<file path="config.mk">
export PLATFORM = sky130hd
export DESIGN_NAME = hexio_top
export DESIGN_NICKNAME = d
export VERILOG_FILES = /design/src/hw/hexio_chars_pkg.sv /design/src/hw/hexio_ctrl_pkg.sv /design/src/hw/hex_char_decode.sv /design/src/hw/image_store.sv /design/src/hw/dump_formatter.sv /design/src/hw/hexio_top.sv
export VERILOG_INCLUDE_DIRS = /design/src /design/src/hw
export SDC_FILE = /design/constraint.sdc
export NUM_CORES = 1
export LEC_CHECK = 0
export BUFFER_PORTS_ARGS = -buffer_cell sky130_fd_sc_hd__buf_2
export CAP_MARGIN = 20
export CORE_ASPECT_RATIO = 1.75
export CORE_MARGIN = 4
export CORE_UTILIZATION = 30
export CTS_BUF_LIST = sky130_fd_sc_hd__clkbuf_8
export CTS_CLUSTER_DIAMETER = 80
export DETAILED_ROUTE_END_ITERATION = 12
export PLACE_DENSITY = 0.5
export SLEW_MARGIN = 30
export SYNTH_ARGS = -nofsm -noshare
export SYNTH_HDL_FRONTEND = slang
export SYNTH_HIERARCHICAL = 1
export SYNTH_SLANG_ARGS = --single-unit
</file>
<file path="constraint.sdc">
create_clock -name clk_sys -period 6.3 [get_ports clk_sys]
set_input_delay 0.63 -clock clk_sys [delete_from_list [all_inputs] [get_ports clk_sys]]
set_output_delay 0.63 -clock clk_sys [all_outputs]
set_load 0.02 [all_outputs]
</file>
<file path="src/hw/hexio_macros.svh">
// sizes of the memory image and of both credit pools
// HEXIO_DEPTH must equal 2**HEXIO_ADDR_W, HEXIO_RX_CREDITS a power of two
`ifndef HEXIO_MACROS_SVH
`define HEXIO_MACROS_SVH

// ***********************************************************
// image geometry
// ***********************************************************
`define HEXIO_WORD_W      32                  // bits per memory word
`define HEXIO_NIBBLES     (`HEXIO_WORD_W / 4) // hex digits per word, msd first
`define HEXIO_DEPTH       16                  // words in the image
`define HEXIO_ADDR_W      4                   // word address bits

// ***********************************************************
// flow control
// ***********************************************************
// receive buffer entries; the sender starts with this many credits
`define HEXIO_RX_CREDITS  4
// credits held by the dump side after reset
`define HEXIO_TX_CREDITS  4

`endif

</file>
<file path="src/hw/hexio_chars_pkg.sv">
// character codes of the hex text format
// digits are plain ascii, framing bytes follow the file-transfer convention
`default_nettype none

package hexio_chars_pkg;

  typedef logic [7:0] char_t;    // one byte of either stream
  typedef logic [3:0] nibble_t;  // one hex digit

  // framing bytes of a dumped file
  typedef enum logic [7:0] {
    SOH = 8'h01,  // start of header
    SOT = 8'h02,  // start of text, also arms the loader
    EOT = 8'h03,  // end of header
    EOF = 8'h04,  // closes the file
    LF  = 8'h0A,
    CR  = 8'h0D
  } ctrl_char_e;

  // digit ranges
  localparam char_t CHAR_0     = 8'h30;
  localparam char_t CHAR_9     = 8'h39;
  localparam char_t CHAR_UP_A  = 8'h41;
  localparam char_t CHAR_UP_F  = 8'h46;
  localparam char_t CHAR_LOW_A = 8'h61;
  localparam char_t CHAR_LOW_F = 8'h66;

endpackage

`default_nettype wire

</file>
<file path="src/hw/hexio_ctrl_pkg.sv">
// state encodings of the loader and of the dump sequencer
`default_nettype none

package hexio_ctrl_pkg;

  // image_store mode
  typedef enum logic [1:0] {
    IDLE,      // accepts commands
    WAIT_SOT,  // load armed, text not started
    LOAD,      // words go to memory
    DUMP       // formatter owns the read port
  } store_state_e;

  // dump_formatter sequence
  typedef enum logic [2:0] {
    HEADER,    // SOH EOT SOT
    ROW,       // hex digits of one word
    LINE_END,  // CR LF
    TRAILER,   // EOF
    DONE       // resting state between dumps
  } dump_state_e;

endpackage

`default_nettype wire

</file>
<file path="src/hw/hex_char_decode.sv">
// hex text decoder; one character leaves the buffer per cycle, one credit each
// only SOT and hex digits (either case) have an effect, the rest is dropped
`timescale 1ns/1ps
`include "hexio_macros.svh"
`default_nettype none

module hex_char_decode (
  input  wire                         clk_sys,
  input  wire                         rst_clk,
  input  wire hexio_chars_pkg::char_t rx_char_i,
  input  wire                         rx_valid_i,
  output logic                        rx_credit_o,
  output logic                        sot_seen_o,
  output logic                        word_valid_o,
  output logic [`HEXIO_WORD_W-1:0]    word_o
);

  import hexio_chars_pkg::*;

  localparam int PTR_W = $clog2(`HEXIO_RX_CREDITS);
  localparam int CNT_W = $clog2(`HEXIO_RX_CREDITS + 1);
  localparam int NIB_W = $clog2(`HEXIO_NIBBLES);

  char_t                    fifo_mem [`HEXIO_RX_CREDITS];
  logic [PTR_W-1:0]         wr_ptr;
  logic [PTR_W-1:0]         rd_ptr;
  logic [CNT_W-1:0]         fill_cnt;
  logic                     push;
  logic                     pop;
  char_t                    head_char;
  logic [4:0]               head_val;  // {not_hex, value} of head_char
  logic                     head_hex;
  nibble_t                  head_nib;
  logic [NIB_W-1:0]         nib_cnt;   // digits packed since last word or SOT
  logic [`HEXIO_WORD_W-1:0] word_q;

  // returns {not_hex, value}
  function automatic logic [4:0] hex_value(input char_t c);
    logic [4:0] v;
    if ((c >= CHAR_0) && (c <= CHAR_9))
      v = {1'b0, c[3:0]};
    else if (((c >= CHAR_UP_A) && (c <= CHAR_UP_F)) ||
             ((c >= CHAR_LOW_A) && (c <= CHAR_LOW_F)))
      v = {1'b0, c[3:0] + 4'h9};   // a/A = x1 -> 10
    else
      v = 5'b1_0000;
    return v;
  endfunction

  // ***********************************************************
  // character buffer
  // ***********************************************************
  assign push      = rx_valid_i && (fill_cnt != CNT_W'(`HEXIO_RX_CREDITS)); // full = sender fault
  assign pop       = (fill_cnt != '0);
  assign head_char = fifo_mem[rd_ptr];
  assign rx_credit_o = pop;   // slot freed, credit back

  always_ff @(posedge clk_sys)
  begin
    if (push)
      fifo_mem[wr_ptr] <= rx_char_i;
  end

  always_ff @(posedge clk_sys)
  begin
    if (rst_clk)
    begin
      wr_ptr   <= '0;
      rd_ptr   <= '0;
      fill_cnt <= '0;
    end
    else
    begin
      if (push)
        wr_ptr <= wr_ptr + 1'b1;   // wraps at depth
      if (pop)
        rd_ptr <= rd_ptr + 1'b1;
      case ({push, pop})
        2'b10:   fill_cnt <= fill_cnt + 1'b1;
        2'b01:   fill_cnt <= fill_cnt - 1'b1;
        default: fill_cnt <= fill_cnt;
      endcase
    end
  end

  // ***********************************************************
  // classify and pack
  // ***********************************************************
  assign head_val     = hex_value(head_char);
  assign head_hex     = ~head_val[4];
  assign head_nib     = head_val[3:0];
  assign sot_seen_o   = pop && (head_char == SOT);
  assign word_o       = {word_q[`HEXIO_WORD_W-5:0], head_nib};   // new digit lands lsb
  assign word_valid_o = pop && head_hex && (nib_cnt == NIB_W'(`HEXIO_NIBBLES - 1));

  always_ff @(posedge clk_sys)
  begin
    if (rst_clk)
      nib_cnt <= '0;
    else if (sot_seen_o)
      nib_cnt <= '0;                 // realign on start of text
    else if (pop && head_hex)
      nib_cnt <= (nib_cnt == NIB_W'(`HEXIO_NIBBLES - 1)) ? '0 : nib_cnt + 1'b1;
  end

  // shift register, older digits move up
  always_ff @(posedge clk_sys)
  begin
    if (pop && head_hex)
      word_q <= word_o;
  end

endmodule

`default_nettype wire

</file>
<file path="src/hw/image_store.sv">
// image memory with the load/dump mode FSM; words are taken only in LOAD
// read data appears one cycle after rd_addr_i, writes land on the next edge
`timescale 1ns/1ps
`include "hexio_macros.svh"
`default_nettype none

module image_store (
  input  wire                       clk_sys,
  input  wire                       rst_clk,
  input  wire                       load_start_i,
  input  wire                       dump_start_i,
  input  wire                       sot_seen_i,
  input  wire                       word_valid_i,
  input  wire [`HEXIO_WORD_W-1:0]   word_i,
  input  wire [`HEXIO_ADDR_W-1:0]   rd_addr_i,
  input  wire                       dump_done_i,
  output logic [`HEXIO_WORD_W-1:0]  rd_word_o,
  output logic                      dump_go_o,
  output logic                      busy_o,
  output logic                      load_done_o
);

  import hexio_ctrl_pkg::*;

  localparam int ADDR_W = `HEXIO_ADDR_W;

  store_state_e              state_q;
  logic [`HEXIO_WORD_W-1:0]  mem [`HEXIO_DEPTH];
  logic [ADDR_W-1:0]         wr_addr;     // next word slot
  logic                      wr_en;
  logic                      last_word;

  assign wr_en     = (state_q == LOAD) && word_valid_i;  // stray words dropped
  assign last_word = (wr_addr == ADDR_W'(`HEXIO_DEPTH - 1));
  assign busy_o    = (state_q != IDLE);

  // ***********************************************************
  // mode FSM
  // ***********************************************************
  always_ff @(posedge clk_sys)
  begin
    if (rst_clk)
    begin
      state_q     <= IDLE;
      wr_addr     <= '0;
      dump_go_o   <= 1'b0;
      load_done_o <= 1'b0;
    end
    else
    begin
      dump_go_o   <= 1'b0;   // single cycle pulses
      load_done_o <= 1'b0;
      case (state_q)
        IDLE:
          if (load_start_i)              // load beats dump
            state_q <= WAIT_SOT;
          else if (dump_start_i)
          begin
            state_q   <= DUMP;
            dump_go_o <= 1'b1;
          end
        WAIT_SOT:
          if (sot_seen_i)
          begin
            state_q <= LOAD;
            wr_addr <= '0;               // image starts at word 0
          end
        LOAD:
          if (word_valid_i)
          begin
            if (last_word)
            begin
              state_q     <= IDLE;
              load_done_o <= 1'b1;
            end
            else
              wr_addr <= wr_addr + 1'b1;
          end
        DUMP:
          if (dump_done_i)
            state_q <= IDLE;
        default:
          state_q <= IDLE;
      endcase
    end
  end

  // ***********************************************************
  // memory, one write and one registered read port
  // ***********************************************************
  always_ff @(posedge clk_sys)
  begin
    if (wr_en)
      mem[wr_addr] <= word_i;
    rd_word_o <= mem[rd_addr_i];   // free running read
  end

endmodule

`default_nettype wire

</file>
<file path="src/hw/dump_formatter.sv">
// sends the image as SOH EOT SOT, one hex line per word, EOF
// one character per cycle while credits last, the sequence stalls at zero credits
`timescale 1ns/1ps
`include "hexio_macros.svh"
`default_nettype none

module dump_formatter (
  input  wire                       clk_sys,
  input  wire                       rst_clk,
  input  wire                       dump_go_i,
  input  wire [`HEXIO_WORD_W-1:0]   rd_word_i,
  input  wire                       tx_credit_i,
  output logic [`HEXIO_ADDR_W-1:0]  rd_addr_o,
  output hexio_chars_pkg::char_t    tx_char_o,
  output logic                      tx_valid_o,
  output logic                      dump_done_o
);

  import hexio_chars_pkg::*;
  import hexio_ctrl_pkg::*;

  localparam int NIB_W  = $clog2(`HEXIO_NIBBLES);
  localparam int CRED_W = $clog2(`HEXIO_TX_CREDITS + 1);
  localparam int ADDR_W = `HEXIO_ADDR_W;

  dump_state_e        state_q;
  logic [1:0]         hdr_idx;   // SOH, EOT, SOT
  logic [NIB_W-1:0]   nib_idx;   // digit in ROW, CR/LF in LINE_END
  logic               last_row;
  logic [CRED_W-1:0]  credits;
  nibble_t            cur_nib;

  // upper case only
  function automatic char_t hex_char(input nibble_t n);
    char_t c;
    if (n < 4'd10)
      c = CHAR_0 + char_t'(n);
    else
      c = CHAR_UP_A + char_t'(n - 4'd10);
    return c;
  endfunction

  assign tx_valid_o = (state_q != DONE) && (credits != '0);
  assign cur_nib    = rd_word_i[`HEXIO_WORD_W - 4 - 4*nib_idx +: 4];  // msd first

  always_comb
  begin
    case (state_q)
      HEADER:
        case (hdr_idx)
          2'd0:    tx_char_o = SOH;
          2'd1:    tx_char_o = EOT;
          default: tx_char_o = SOT;
        endcase
      ROW:      tx_char_o = hex_char(cur_nib);
      LINE_END: tx_char_o = nib_idx[0] ? LF : CR;
      TRAILER:  tx_char_o = EOF;
      default:  tx_char_o = '0;
    endcase
  end

  // ***********************************************************
  // transmit credits, one spent per valid cycle
  // ***********************************************************
  always_ff @(posedge clk_sys)
  begin
    if (rst_clk)
      credits <= CRED_W'(`HEXIO_TX_CREDITS);
    else
      case ({tx_valid_o, tx_credit_i})
        2'b10:   credits <= credits - 1'b1;
        2'b01:   credits <= credits + 1'b1;
        default: credits <= credits;     // none or spend and return together
      endcase
  end

  // ***********************************************************
  // sequencer, advances only on a sent character
  // ***********************************************************
  always_ff @(posedge clk_sys)
  begin
    if (rst_clk)
    begin
      state_q     <= DONE;
      hdr_idx     <= '0;
      nib_idx     <= '0;
      rd_addr_o   <= '0;
      last_row    <= 1'b0;
      dump_done_o <= 1'b0;
    end
    else
    begin
      dump_done_o <= 1'b0;
      case (state_q)
        DONE:
          if (dump_go_i)
          begin
            state_q   <= HEADER;
            hdr_idx   <= '0;
            nib_idx   <= '0;
            rd_addr_o <= '0;       // row 0 fetched under the header
            last_row  <= 1'b0;
          end
        HEADER:
          if (tx_valid_o)
          begin
            if (hdr_idx == 2'd2)
              state_q <= ROW;
            hdr_idx <= hdr_idx + 1'b1;
          end
        ROW:
          if (tx_valid_o)
          begin
            if (nib_idx == NIB_W'(`HEXIO_NIBBLES - 1))
            begin
              state_q <= LINE_END;
              nib_idx <= '0;
              if (rd_addr_o == ADDR_W'(`HEXIO_DEPTH - 1))
                last_row <= 1'b1;
              else
                rd_addr_o <= rd_addr_o + 1'b1;   // next word read during CR LF
            end
            else
              nib_idx <= nib_idx + 1'b1;
          end
        LINE_END:
          if (tx_valid_o)
          begin
            if (nib_idx[0])                    // LF just went out
            begin
              nib_idx <= '0;
              state_q <= last_row ? TRAILER : ROW;
            end
            else
              nib_idx <= nib_idx + 1'b1;
          end
        TRAILER:
          if (tx_valid_o)
          begin
            state_q     <= DONE;
            dump_done_o <= 1'b1;               // EOF sent
          end
        default:
          state_q <= DONE;
      endcase
    end
  end

endmodule

`default_nettype wire

</file>
<file path="src/hw/hexio_top.sv">
// hex image loader and dumper, single clock, credit flow on both streams
`timescale 1ns/1ps
`include "hexio_macros.svh"
`default_nettype none

module hexio_top (
  input  wire                          clk_sys,
  input  wire                          rst_clk,
  input  wire hexio_chars_pkg::char_t  rx_char_i,
  input  wire                          rx_valid_i,
  output wire                          rx_credit_o,
  input  wire                          load_start_i,
  input  wire                          dump_start_i,
  output wire hexio_chars_pkg::char_t  tx_char_o,
  output wire                          tx_valid_o,
  input  wire                          tx_credit_i,
  output wire                          busy_o,
  output wire                          load_done_o
);

  // decode -> store
  logic                      sot_seen;
  logic                      word_valid;
  logic [`HEXIO_WORD_W-1:0]  word;
  // store <-> formatter
  logic [`HEXIO_ADDR_W-1:0]  rd_addr;
  logic [`HEXIO_WORD_W-1:0]  rd_word;
  logic                      dump_go;
  logic                      dump_done;

  hex_char_decode u_decode (
    .clk_sys      (clk_sys),
    .rst_clk      (rst_clk),
    .rx_char_i    (rx_char_i),
    .rx_valid_i   (rx_valid_i),
    .rx_credit_o  (rx_credit_o),
    .sot_seen_o   (sot_seen),
    .word_valid_o (word_valid),
    .word_o       (word)
  );

  image_store u_store (
    .clk_sys      (clk_sys),
    .rst_clk      (rst_clk),
    .load_start_i (load_start_i),
    .dump_start_i (dump_start_i),
    .sot_seen_i   (sot_seen),
    .word_valid_i (word_valid),
    .word_i       (word),
    .rd_addr_i    (rd_addr),
    .dump_done_i  (dump_done),
    .rd_word_o    (rd_word),
    .dump_go_o    (dump_go),
    .busy_o       (busy_o),
    .load_done_o  (load_done_o)
  );

  dump_formatter u_format (
    .clk_sys      (clk_sys),
    .rst_clk      (rst_clk),
    .dump_go_i    (dump_go),
    .rd_word_i    (rd_word),
    .tx_credit_i  (tx_credit_i),
    .rd_addr_o    (rd_addr),
    .tx_char_o    (tx_char_o),
    .tx_valid_o   (tx_valid_o),
    .dump_done_o  (dump_done)
  );

endmodule

`default_nettype wire

</file>
; After elaboration in Yosys (flattened, before gate mapping)
; Memories as Yosys holds them, arrays and structs flattened. A register that Yosys moved wholly into a read port is not among the register bits.
; Index checks and enable logic that the tools add are counted.
[classes]
addsub = 16
order_cmp = 7
eq_ne = 36
shift = 1
muxes = 57
bitwise_logic = 5
reduce_logical = 33
[ops]
columns = op, n
row1 = $mux 3, 14
row2 = $shiftx 32x33->4, 1
row3 = $pmux 8 s4, 1
row4 = $mux 4, 7
row5 = $mux 2, 11
row6 = $ne 2x1->1 const B, 11
row7 = $ge 8x7->1 const B, 2
row8 = $le 8x7->1 const B, 2
row9 = $pmux 4 s2, 2
row10 = $pmux 3 s5, 1
row11 = $reduce_and 5->1, 3
row12 = $add 3x1->3 const B, 4
row13 = $pmux 3 s2, 2
row14 = $reduce_bool 2->1, 6
row15 = $mux 1, 11
row16 = $eq 2x2->1 const B, 5
row17 = $mux 5, 2
row18 = $eq 3x3->1 const B, 3
row19 = $logic_and 1x1->1, 9
row20 = $ne 3x3->1 const B, 3
row21 = $pmux 3 s3, 1
row22 = $reduce_bool 3->1, 3
row23 = $add 4x1->4 const B, 2
row24 = $add 7x8->8 const A, 1
row25 = other kinds (28), 48
[totals]
register_bits = 63
ram_bits = 544
in_bits = 14
out_inout_bits = 12
elab_cells = 173
n_memories = 2
[mem_list]
columns = memory, depth, word_bits, read_ports, rd_clocked_by_memory_dff, wr, line_no
row1 = u_store.mem, 16, 32, 1, 1, 1, image_store.sv:28  ; logic [`HEXIO_WORD_W-1:0] mem [`HEXIO_DEPTH];
row2 = u_decode.fifo_mem, 4, 8, 1, 1, 1, hex_char_decode.sv:24  ; char_t fifo_mem [`HEXIO_RX_CREDITS];

; Logic depth before layout (Yosys ltp)
; Gate-level depths: netlist (run 1).
[logic_depth]
word_depth = 11
ltp_mapped = 15
ltp_nobuf = 12

; By module
; Netlist (run 1), hierarchy kept.
[by_module_without_submodules]
columns = mod, instances, cells_each, area_per_inst_um2, seq_area_each_um2
row1 = image_store, 1, 894, 20284.5, 16175.5
row2 = hex_char_decode, 1, 168, 2849.0, 2042.0
row3 = dump_formatter, 1, 168, 1465.2, 340.3

; Least setup slack after synthesis (run 1)
; No wires, ideal clock.
[synth_timing]
kind = register to register
start = register (tool-made name)
end = memory u_store/mem[3][0] (netlist bit), enable pin
arrival_time_ns = 4.658
path_slack_ns = 1.181
path_stages_with_launch = 15
path_buffers = 3
cell_sequence = dfxtp_1 buf_6 mux4_1 inv_1 ha_1 nor2_1 o21ai_0 and2_0 buf_2 o21ai_2 nor2_1 and3b_1 buf_4 nand2_1 nor3_1
[synth_lines]
columns = item, line_no
row1 = "end, declared", image_store.sv:28

==> results_dict.tcl, run 1 <==
set metrics [dict create \
    status "finished, final reports clean" \
    n_fill_cell 7603 \
    fp.dieW_um 224 \
    async_flop_share_pct 0 \
    vias 11900 \
    p_total_mw 8.60 \
    pwr-share-comb_pct 5.3 \
    fin_util_pct 34.9 \
    synth_top_area_cell "edfxtp_1" \
    die_area_mm2 0.0868 \
    gp_congestion 0.733 \
    ff2ff_path_depth 12 \
    start_util_pct 30.3 \
    swShare_pct 24.1 \
    path_cells "mux4_1 -> inv_1 -> ha_1 -> nor2_1 -> o21ai_0 -> and2_0 -> o21ai_2 -> nor2_1 -> and3b_1 -> nand2_1 -> nor2_4 -> buf_4" \
    drtAntennaViolNets 0 \
    final_cell_count_no_fill 2447 \
    grt_overflow 0 \
    hold_slack_ps 129 \
    synth_top_area_share_pct 69.8 \
    syn2layout_area_growth_pct 15.2 \
    finalSetupTns_ps 0 \
    dieHeight_um 387 \
    synthFlopType "edfxtp_1" \
    critical-path-top-delay-family "simple AND/OR/NAND/NOR gates" \
    seqPwrFrac_pct 58.5 \
    skew_ps 35.6 \
    timing.final.ws_setup_ps 1550 \
    maxSlewViolCount 0 \
    synth_seq_area_share_pct 75.4 \
    antenna_found_initial 2 \
    clockBufferDepth 3 \
    post-place-cells 2277 \
    cp.depth 12 \
    post-route-period-util_pct 75.3 \
    rsz0062_at_grt "no" \
    synth_commonest_cells "edfxtp_1, mux4_2, dfxtp_1, a22oi_1, nand2_1" \
    dpl.hpwl_um 40600 \
    fin_area_mm2 0.0283 \
    avgRoutedWirePerCell_um 25.3 \
    syn-instance-count 1230 \
    hold_class "input port to register" \
    clk_pin_slew_ps 60 \
    ys_ff_latch 641 \
    p_leak_nw 8.94 \
    cts_root_buf "clkbuf_8" \
    syn_nets 1271 \
    cts_tree "yes" \
    htree_levels 3 \
    avgSynthCellArea_um2 20.0 \
    start_kind "register" \
    worst_slew_margin_rel_pct 34.6 \
    crit_arrival_ps 5130 \
    port-buffer-count 24 \
    reg2reg_to "u_store/mem[4][12]$_DFFE_PP_" \
    ios 26 \
    grt_pass1_vias 12800 \
    holdBufCountCts 0 \
    netlist_area_mm2 0.0246 \
    worstMarginPinSlew_ps 979 \
    drt_wl_total_um 61900 \
    cap_viol_max_count 0 \
    yosysWarningCount 6 \
    clock_sinks 641 \
    critPathSlowestCell "nor2_4" \
    synth_edf_count 572 \
    finalSetupViolations 0 \
    r2r_slack_ps 1550 \
    ys_types 61 \
    period_minus_slack_ps 4750 \
    drive_above_1_share_pct 25.6 \
    critPathMaxStageDelay_ps 810 \
    post_cts_resized 0 \
    cp_num_buf_inv 2 \
    peakVddDrop_v 0.000226 \
    vias_per_cell 4.87 \
    cp_common_cell "nor2_1" \
    drc 0 \
    yosysMostFrequentCell "edfxtp_1" \
    crit_path_max_fanout 23 \
    hold_viol_final 0 \
    postPlaceCellArea_mm2 0.0266 \
    dpl_worst_slack_ps 1510 \
    drt_iter0_drc 907 \
    netlist_top_cells_area "edfxtp_1, mux4_2, dfxtp_1" \
    worst_setup_path_end_kind "register" \
    p_per_area_mw_per_mm2 304 \
    core_area_mm2 0.0812 \
    clk_latency_ps 720 \
    cts_buffers 92 \
    grt_first_pass_wirelength_um 89700 \
    p_int_mw 6.53 \
    grt_max_degree 84 \
    cp-endpoint "u_store/mem[4][12]$_DFFE_PP_" \
    postCtsSetupRepairBufs 0 \
    clkPwrFrac_pct 36.1 \
    fp-row-count 138 \
    cp.required_ps 6690 \
    critical_path_class "register to register" \
    drtPass1Iterations 5 \
    nNetsFinal 1362 \
    gr-usage-all-layers_pct 14.3 \
    fmax_mhz 211 \
    switchingPower_mw 2.07 \
]
## layout by cell type, fill, tap and decap left out, types with 12 or more instances in the layout
| master | instances |
|---|---|
| a21oi_1 | 19 |
| a22oi_1 | 64 |
| buf_16 | 22 |
| buf_2 | 24 |
| clkbuf_8 | 97 |
| clkinv_1 | 22 |
| clkinv_2 | 12 |
| dfxtp_1 | 66 |
| edfxtp_1 | 572 |
| ha_1 | 25 |
| inv_1 | 48 |
| mux2i_1 | 16 |
| mux4_2 | 139 |
| nand2_1 | 55 |
| nor2_1 | 32 |
| nor2_4 | 13 |
| o21ai_0 | 13 |
## sequential cells by signal, indices dropped and copies added, names as in the netlist, 2 cells and up, named ones only
register	cells
u_decode/fifo_mem	32
u_decode/fill_cnt	3
u_decode/nib_cnt	3
u_decode/rd_ptr	2
u_decode/word_q	28
u_decode/wr_ptr	2
u_format/credits	3
u_format/hdr_idx	2
u_format/nib_idx	3
u_format/rd_addr_o	4
u_format/state_q	3
u_store/mem	512
u_store/rd_word_o	32
u_store/state_q	2
u_store/wr_addr	4
## final cells by class
type | count | area, um^2 | share of cell area, %
Clock buffer | 97 | 1340 | 4.71
Inverter | 22 | 82.6 | 0.291
Multi-Input combinational cell | 503 | 5770 | 20.4
Timing Repair Buffer | 61 | 878 | 3.10
Clock inverter | 72 | 389 | 1.37
Sequential cell | 641 | 18600 | 65.5
Antenna cell | 1 | 2.50 | 0.00883
Tap cell | 1050 | 1310 | 4.64
## power by group through the flow
stage               Combinational (mW)  Clock [mW]  Sequential (mW)
finish                           0.459        3.11             5.03
global route                     0.512        3.43             5.05
CTS                              0.471        3.22             5.04
detailed placement               0.470           0             5.13
global placement                 0.463           0             5.12
floorplan                        0.354           0             5.00
## how the worst min path moves through the flow
stage	to	slack (ps)	startpoint	depth (start not counted)
3_3_place_gp	u_decode/nib_cnt[1]$_SDFFE_PP0P_	450	u_decode/nib_cnt[1]$_SDFFE_PP0P_	2
4_1_cts	u_decode/fifo_mem[2][2]$_DFFE_PP_	40	rx_char_i[2]	1
2_1_floorplan	u_decode/nib_cnt[1]$_SDFFE_PP0P_	440	u_decode/nib_cnt[1]$_SDFFE_PP0P_	2
5_1_grt	u_decode/fifo_mem[2][2]$_DFFE_PP_	80	rx_char_i[2]	1
6_report	u_decode/fifo_mem[2][2]$_DFFE_PP_	130	rx_char_i[2]	1
3_5_place_dp	u_decode/nib_cnt[2]$_SDFFE_PP0P_	480	u_decode/nib_cnt[2]$_SDFFE_PP0P_	2
## logic make-up (layout without fill, tap and decap cells)
family / after synthesis / count (layout) / share of synthesized area, %
flip-flops: 641 / 641 / 75.4
XOR/XNOR: 9 / 9 / 0.320
multiplexers: 160 / 160 / 13.9
buffers and inverters: 86 / 252 / 1.63
AO/OA/AOI/OAI: 128 / 128 / 3.69
AND/OR/NAND/NOR: 178 / 178 / 3.60
adder cells (fa/ha/maj): 27 / 27 / 1.43
other: 1 / 2 / 0.0152
## metal layers
metal / share of wire, % / global-route usage (%) / vias to the layer above
li1: - / - / 5208
met1: 33 / 14.2 / 6337
met2: 60 / 28.6 / 279
met3: 3.5 / 2.49 / 96
met4: 3.6 / 5.57 / 0
met5: 0 / 0 / -
(Power assumes the default switching activity.)
==> run 2, diff against run 1 <==
Settings changed: PLACE_DENSITY 0.5 to 0.51.
Clock period 6.3 ns to 4 ns, I/O delays scaled along.
==> run 2 against run 1 <==
  * Clock power up 63%
  * Core utilization up 0.13 points
  * Design area up 0.36%
  * Combinational power up 65%
  * Maximum frequency up 28%
  * Sequential share of layout area down 0.23 points
  * Sequential power up 57%
  * Critical path type unchanged
  * Largest cell class unchanged
  * Largest power group unchanged
==> results_dict.tcl, run 2 (synthesized netlist as in run 1, its figures left out) <==
set metrics [dict create \
    grt_first_pass_wirelength_um 88900 \
    drt_wl_total_um 60300 \
    hold_viol_final 0 \
    vias 12000 \
    grt_pass1_vias 13200 \
    critical_path_class "register to register" \
    path_cells "mux4_1 -> inv_1 -> ha_1 -> nor2_1 -> o21ai_0 -> and2_0 -> o21ai_2 -> nor2_1 -> and3b_1 -> nand2_1 -> nor3_4 -> buf_12" \
    hold_slack_ps 183 \
    max_flop_register "u_store/mem" \
    worst_slew_margin_rel_pct 33.6 \
    reg.largest.list "u_store/mem: 512 flops, u_decode/fifo_mem: 32 flops, u_store/rd_word_o: 32 flops" \
    status "finished, final reports clean" \
    critical-path-top-delay-family "simple AND/OR/NAND/NOR gates" \
    critPathSlowestCell "mux4_1" \
    fp-row-count 138 \
    skew_ps 44.0 \
    n_fill_cell 7600 \
    worst_setup_path_end_kind "register" \
    cts_root_buf "clkbuf_8" \
    drc 0 \
    swShare_pct 23.8 \
    start_util_pct 30.3 \
    seqPwrFrac_pct 57.6 \
    critPathMaxStageDelay_ps 660 \
    finalSetupViolations 0 \
    post-place-cells 2284 \
    cp.required_ps 4350 \
    start_kind "register" \
    core_area_mm2 0.0812 \
    most-common-layout-cells "edfxtp_1, mux4_2, clkbuf_8" \
    fmax_mhz 269 \
    syn2layout_area_growth_pct 15.6 \
    avgRoutedWirePerCell_um 24.4 \
    period_minus_slack_ps 3710 \
    mostFrequentLayoutCell "edfxtp_1" \
    die_area_mm2 0.0868 \
    fin_area_mm2 0.0284 \
    p_leak_nw 8.98 \
    gr-usage-all-layers_pct 14.0 \
    seqCellArea_mm2 0.0186 \
    dieHeight_um 387 \
    gp_congestion 0.751 \
    ios 26 \
    p_per_area_mw_per_mm2 483 \
    nNetsFinal 1381 \
    vias_per_cell 4.84 \
    fin_util_pct 35.0 \
    crit_path_max_fanout 32 \
    cp_common_cell "nor2_1" \
    antenna_found_initial 1 \
    postCtsSetupRepairBufs 0 \
    fp.dieW_um 224 \
    peakVddDrop_v 0.000246 \
    multi_input_area_mm2 0.00580 \
    cp_num_buf_inv 2 \
    maxSlewViolCount 0 \
    cts_buffers 92 \
    postPlaceCellArea_mm2 0.0265 \
    drtAntennaViolNets 0 \
    switchingPower_mw 3.27 \
    clk_pin_slew_ps 70 \
    dpl.hpwl_um 38400 \
    pwr-share-comb_pct 5.5 \
    worstHoldStart "tx_credit_i" \
    post-route-period-util_pct 92.8 \
    clockBufferDepth 3 \
    clk_latency_ps 720 \
    final_cell_count_no_fill 2467 \
    clkPwrFrac_pct 36.9 \
    clock_sinks 641 \
    p_total_mw 13.7 \
    rsz0062_at_grt "no" \
    crit_arrival_ps 4060 \
    grt_max_degree 37 \
    largest_register_ffs 512 \
    drive_above_1_share_pct 26.5 \
    p_int_mw 10.5 \
    cap_viol_max_count 0 \
    drt_iter0_drc 802 \
    drtPass1Iterations 5 \
    worstMarginPinSlew_ps 996 \
    hold_class "input port to register" \
    cts_tree "yes" \
    grt_overflow 0 \
    htree_levels 3 \
    port-buffer-count 24 \
]
run 2: cell count changes in the layout (fill, tap and decap cells not counted), moves of 3 or more:
| cell | previous run | this run |
|---|---|---|
| dlygate4sd3_1 | 0 | 11 |
| nor3_2 | 4 | 0 |
| clkbuf_8 | 97 | 101 |
| clkinvlp_4 | 5 | 2 |
| clkinv_1 | 22 | 17 |
| nor3_4 | 0 | 4 |
| buf_16 | 22 | 1 |
| buf_12 | 2 | 23 |
| buf_4 | 11 | 21 |
run 2: area by class of cell:
cell class / count / share of cell area, %
Antenna cell: 1 / 0.00880
Sequential cell: 641 / 65.3
Clock inverter: 69 / 1.43
Multi-Input combinational cell: 503 / 20.4
Timing Repair Buffer: 80 / 3.08
Clock buffer: 101 / 4.89
Inverter: 22 / 0.290
Tap cell: 1050 / 4.62
run 2: per-layer routing:
metal / part of all wire, % / up-vias / GRT usage, %
met4: 2.1 / 0 / 4.27
met2: 61 / 250 / 28.6
li1: - / 5258 / -
met1: 34 / 6379 / 14.0
met5: 0 / - / 0
met3: 3.3 / 64 / 2.33
run 2: worst paths after layout:
kind	depth (start not counted)	slack, ps	end
setup / recovery	12	290	u_store/mem[2][0]$_DFFE_PP_
hold reg to reg	2	480	u_decode/nib_cnt[1]$_SDFFE_PP0P_
hold / removal	4	180	u_format/credits[0]$_SDFFE_PP0P_
setup reg to reg	12	290	u_store/mem[2][0]$_DFFE_PP_
run 2: stage by stage:
stage	setup TNS (ps)	worst slack (ps)
detailed placement	0	139
CTS	0	29.1
global placement	0	139
floorplan	-91600	-262
finish	0	286
global route	0	16.0
run 2: repair_timing:
action / CTS / global route
pin swaps: 0 / 0
hold buffers: 11 / 0
gates resized for setup: 2 / 2
hold endpoints to repair: 34 / 0
endpoints found under the setup margin: 2 / 332
run 2: worst register-to-register path: cells and delay by family, from the launching register on:
kind,cells,cell delay (ps)
compound gates,2,260
fa+ha+maj,1,170
buf+inv,2,430
flops,1,460
mux,1,660
simple gates,6,1320
run 2: power by group through the flow:
stage          sequential [mW]  clock (mW)  combinational (mW)
2_1_floorplan             7.87           0               0.557
3_3_place_gp              8.04           0               0.746
3_5_place_dp              8.06           0               0.771
4_1_cts                   7.92        5.26               0.787
5_1_grt                   7.94        5.55               0.855
6_report                  7.91        5.07               0.759
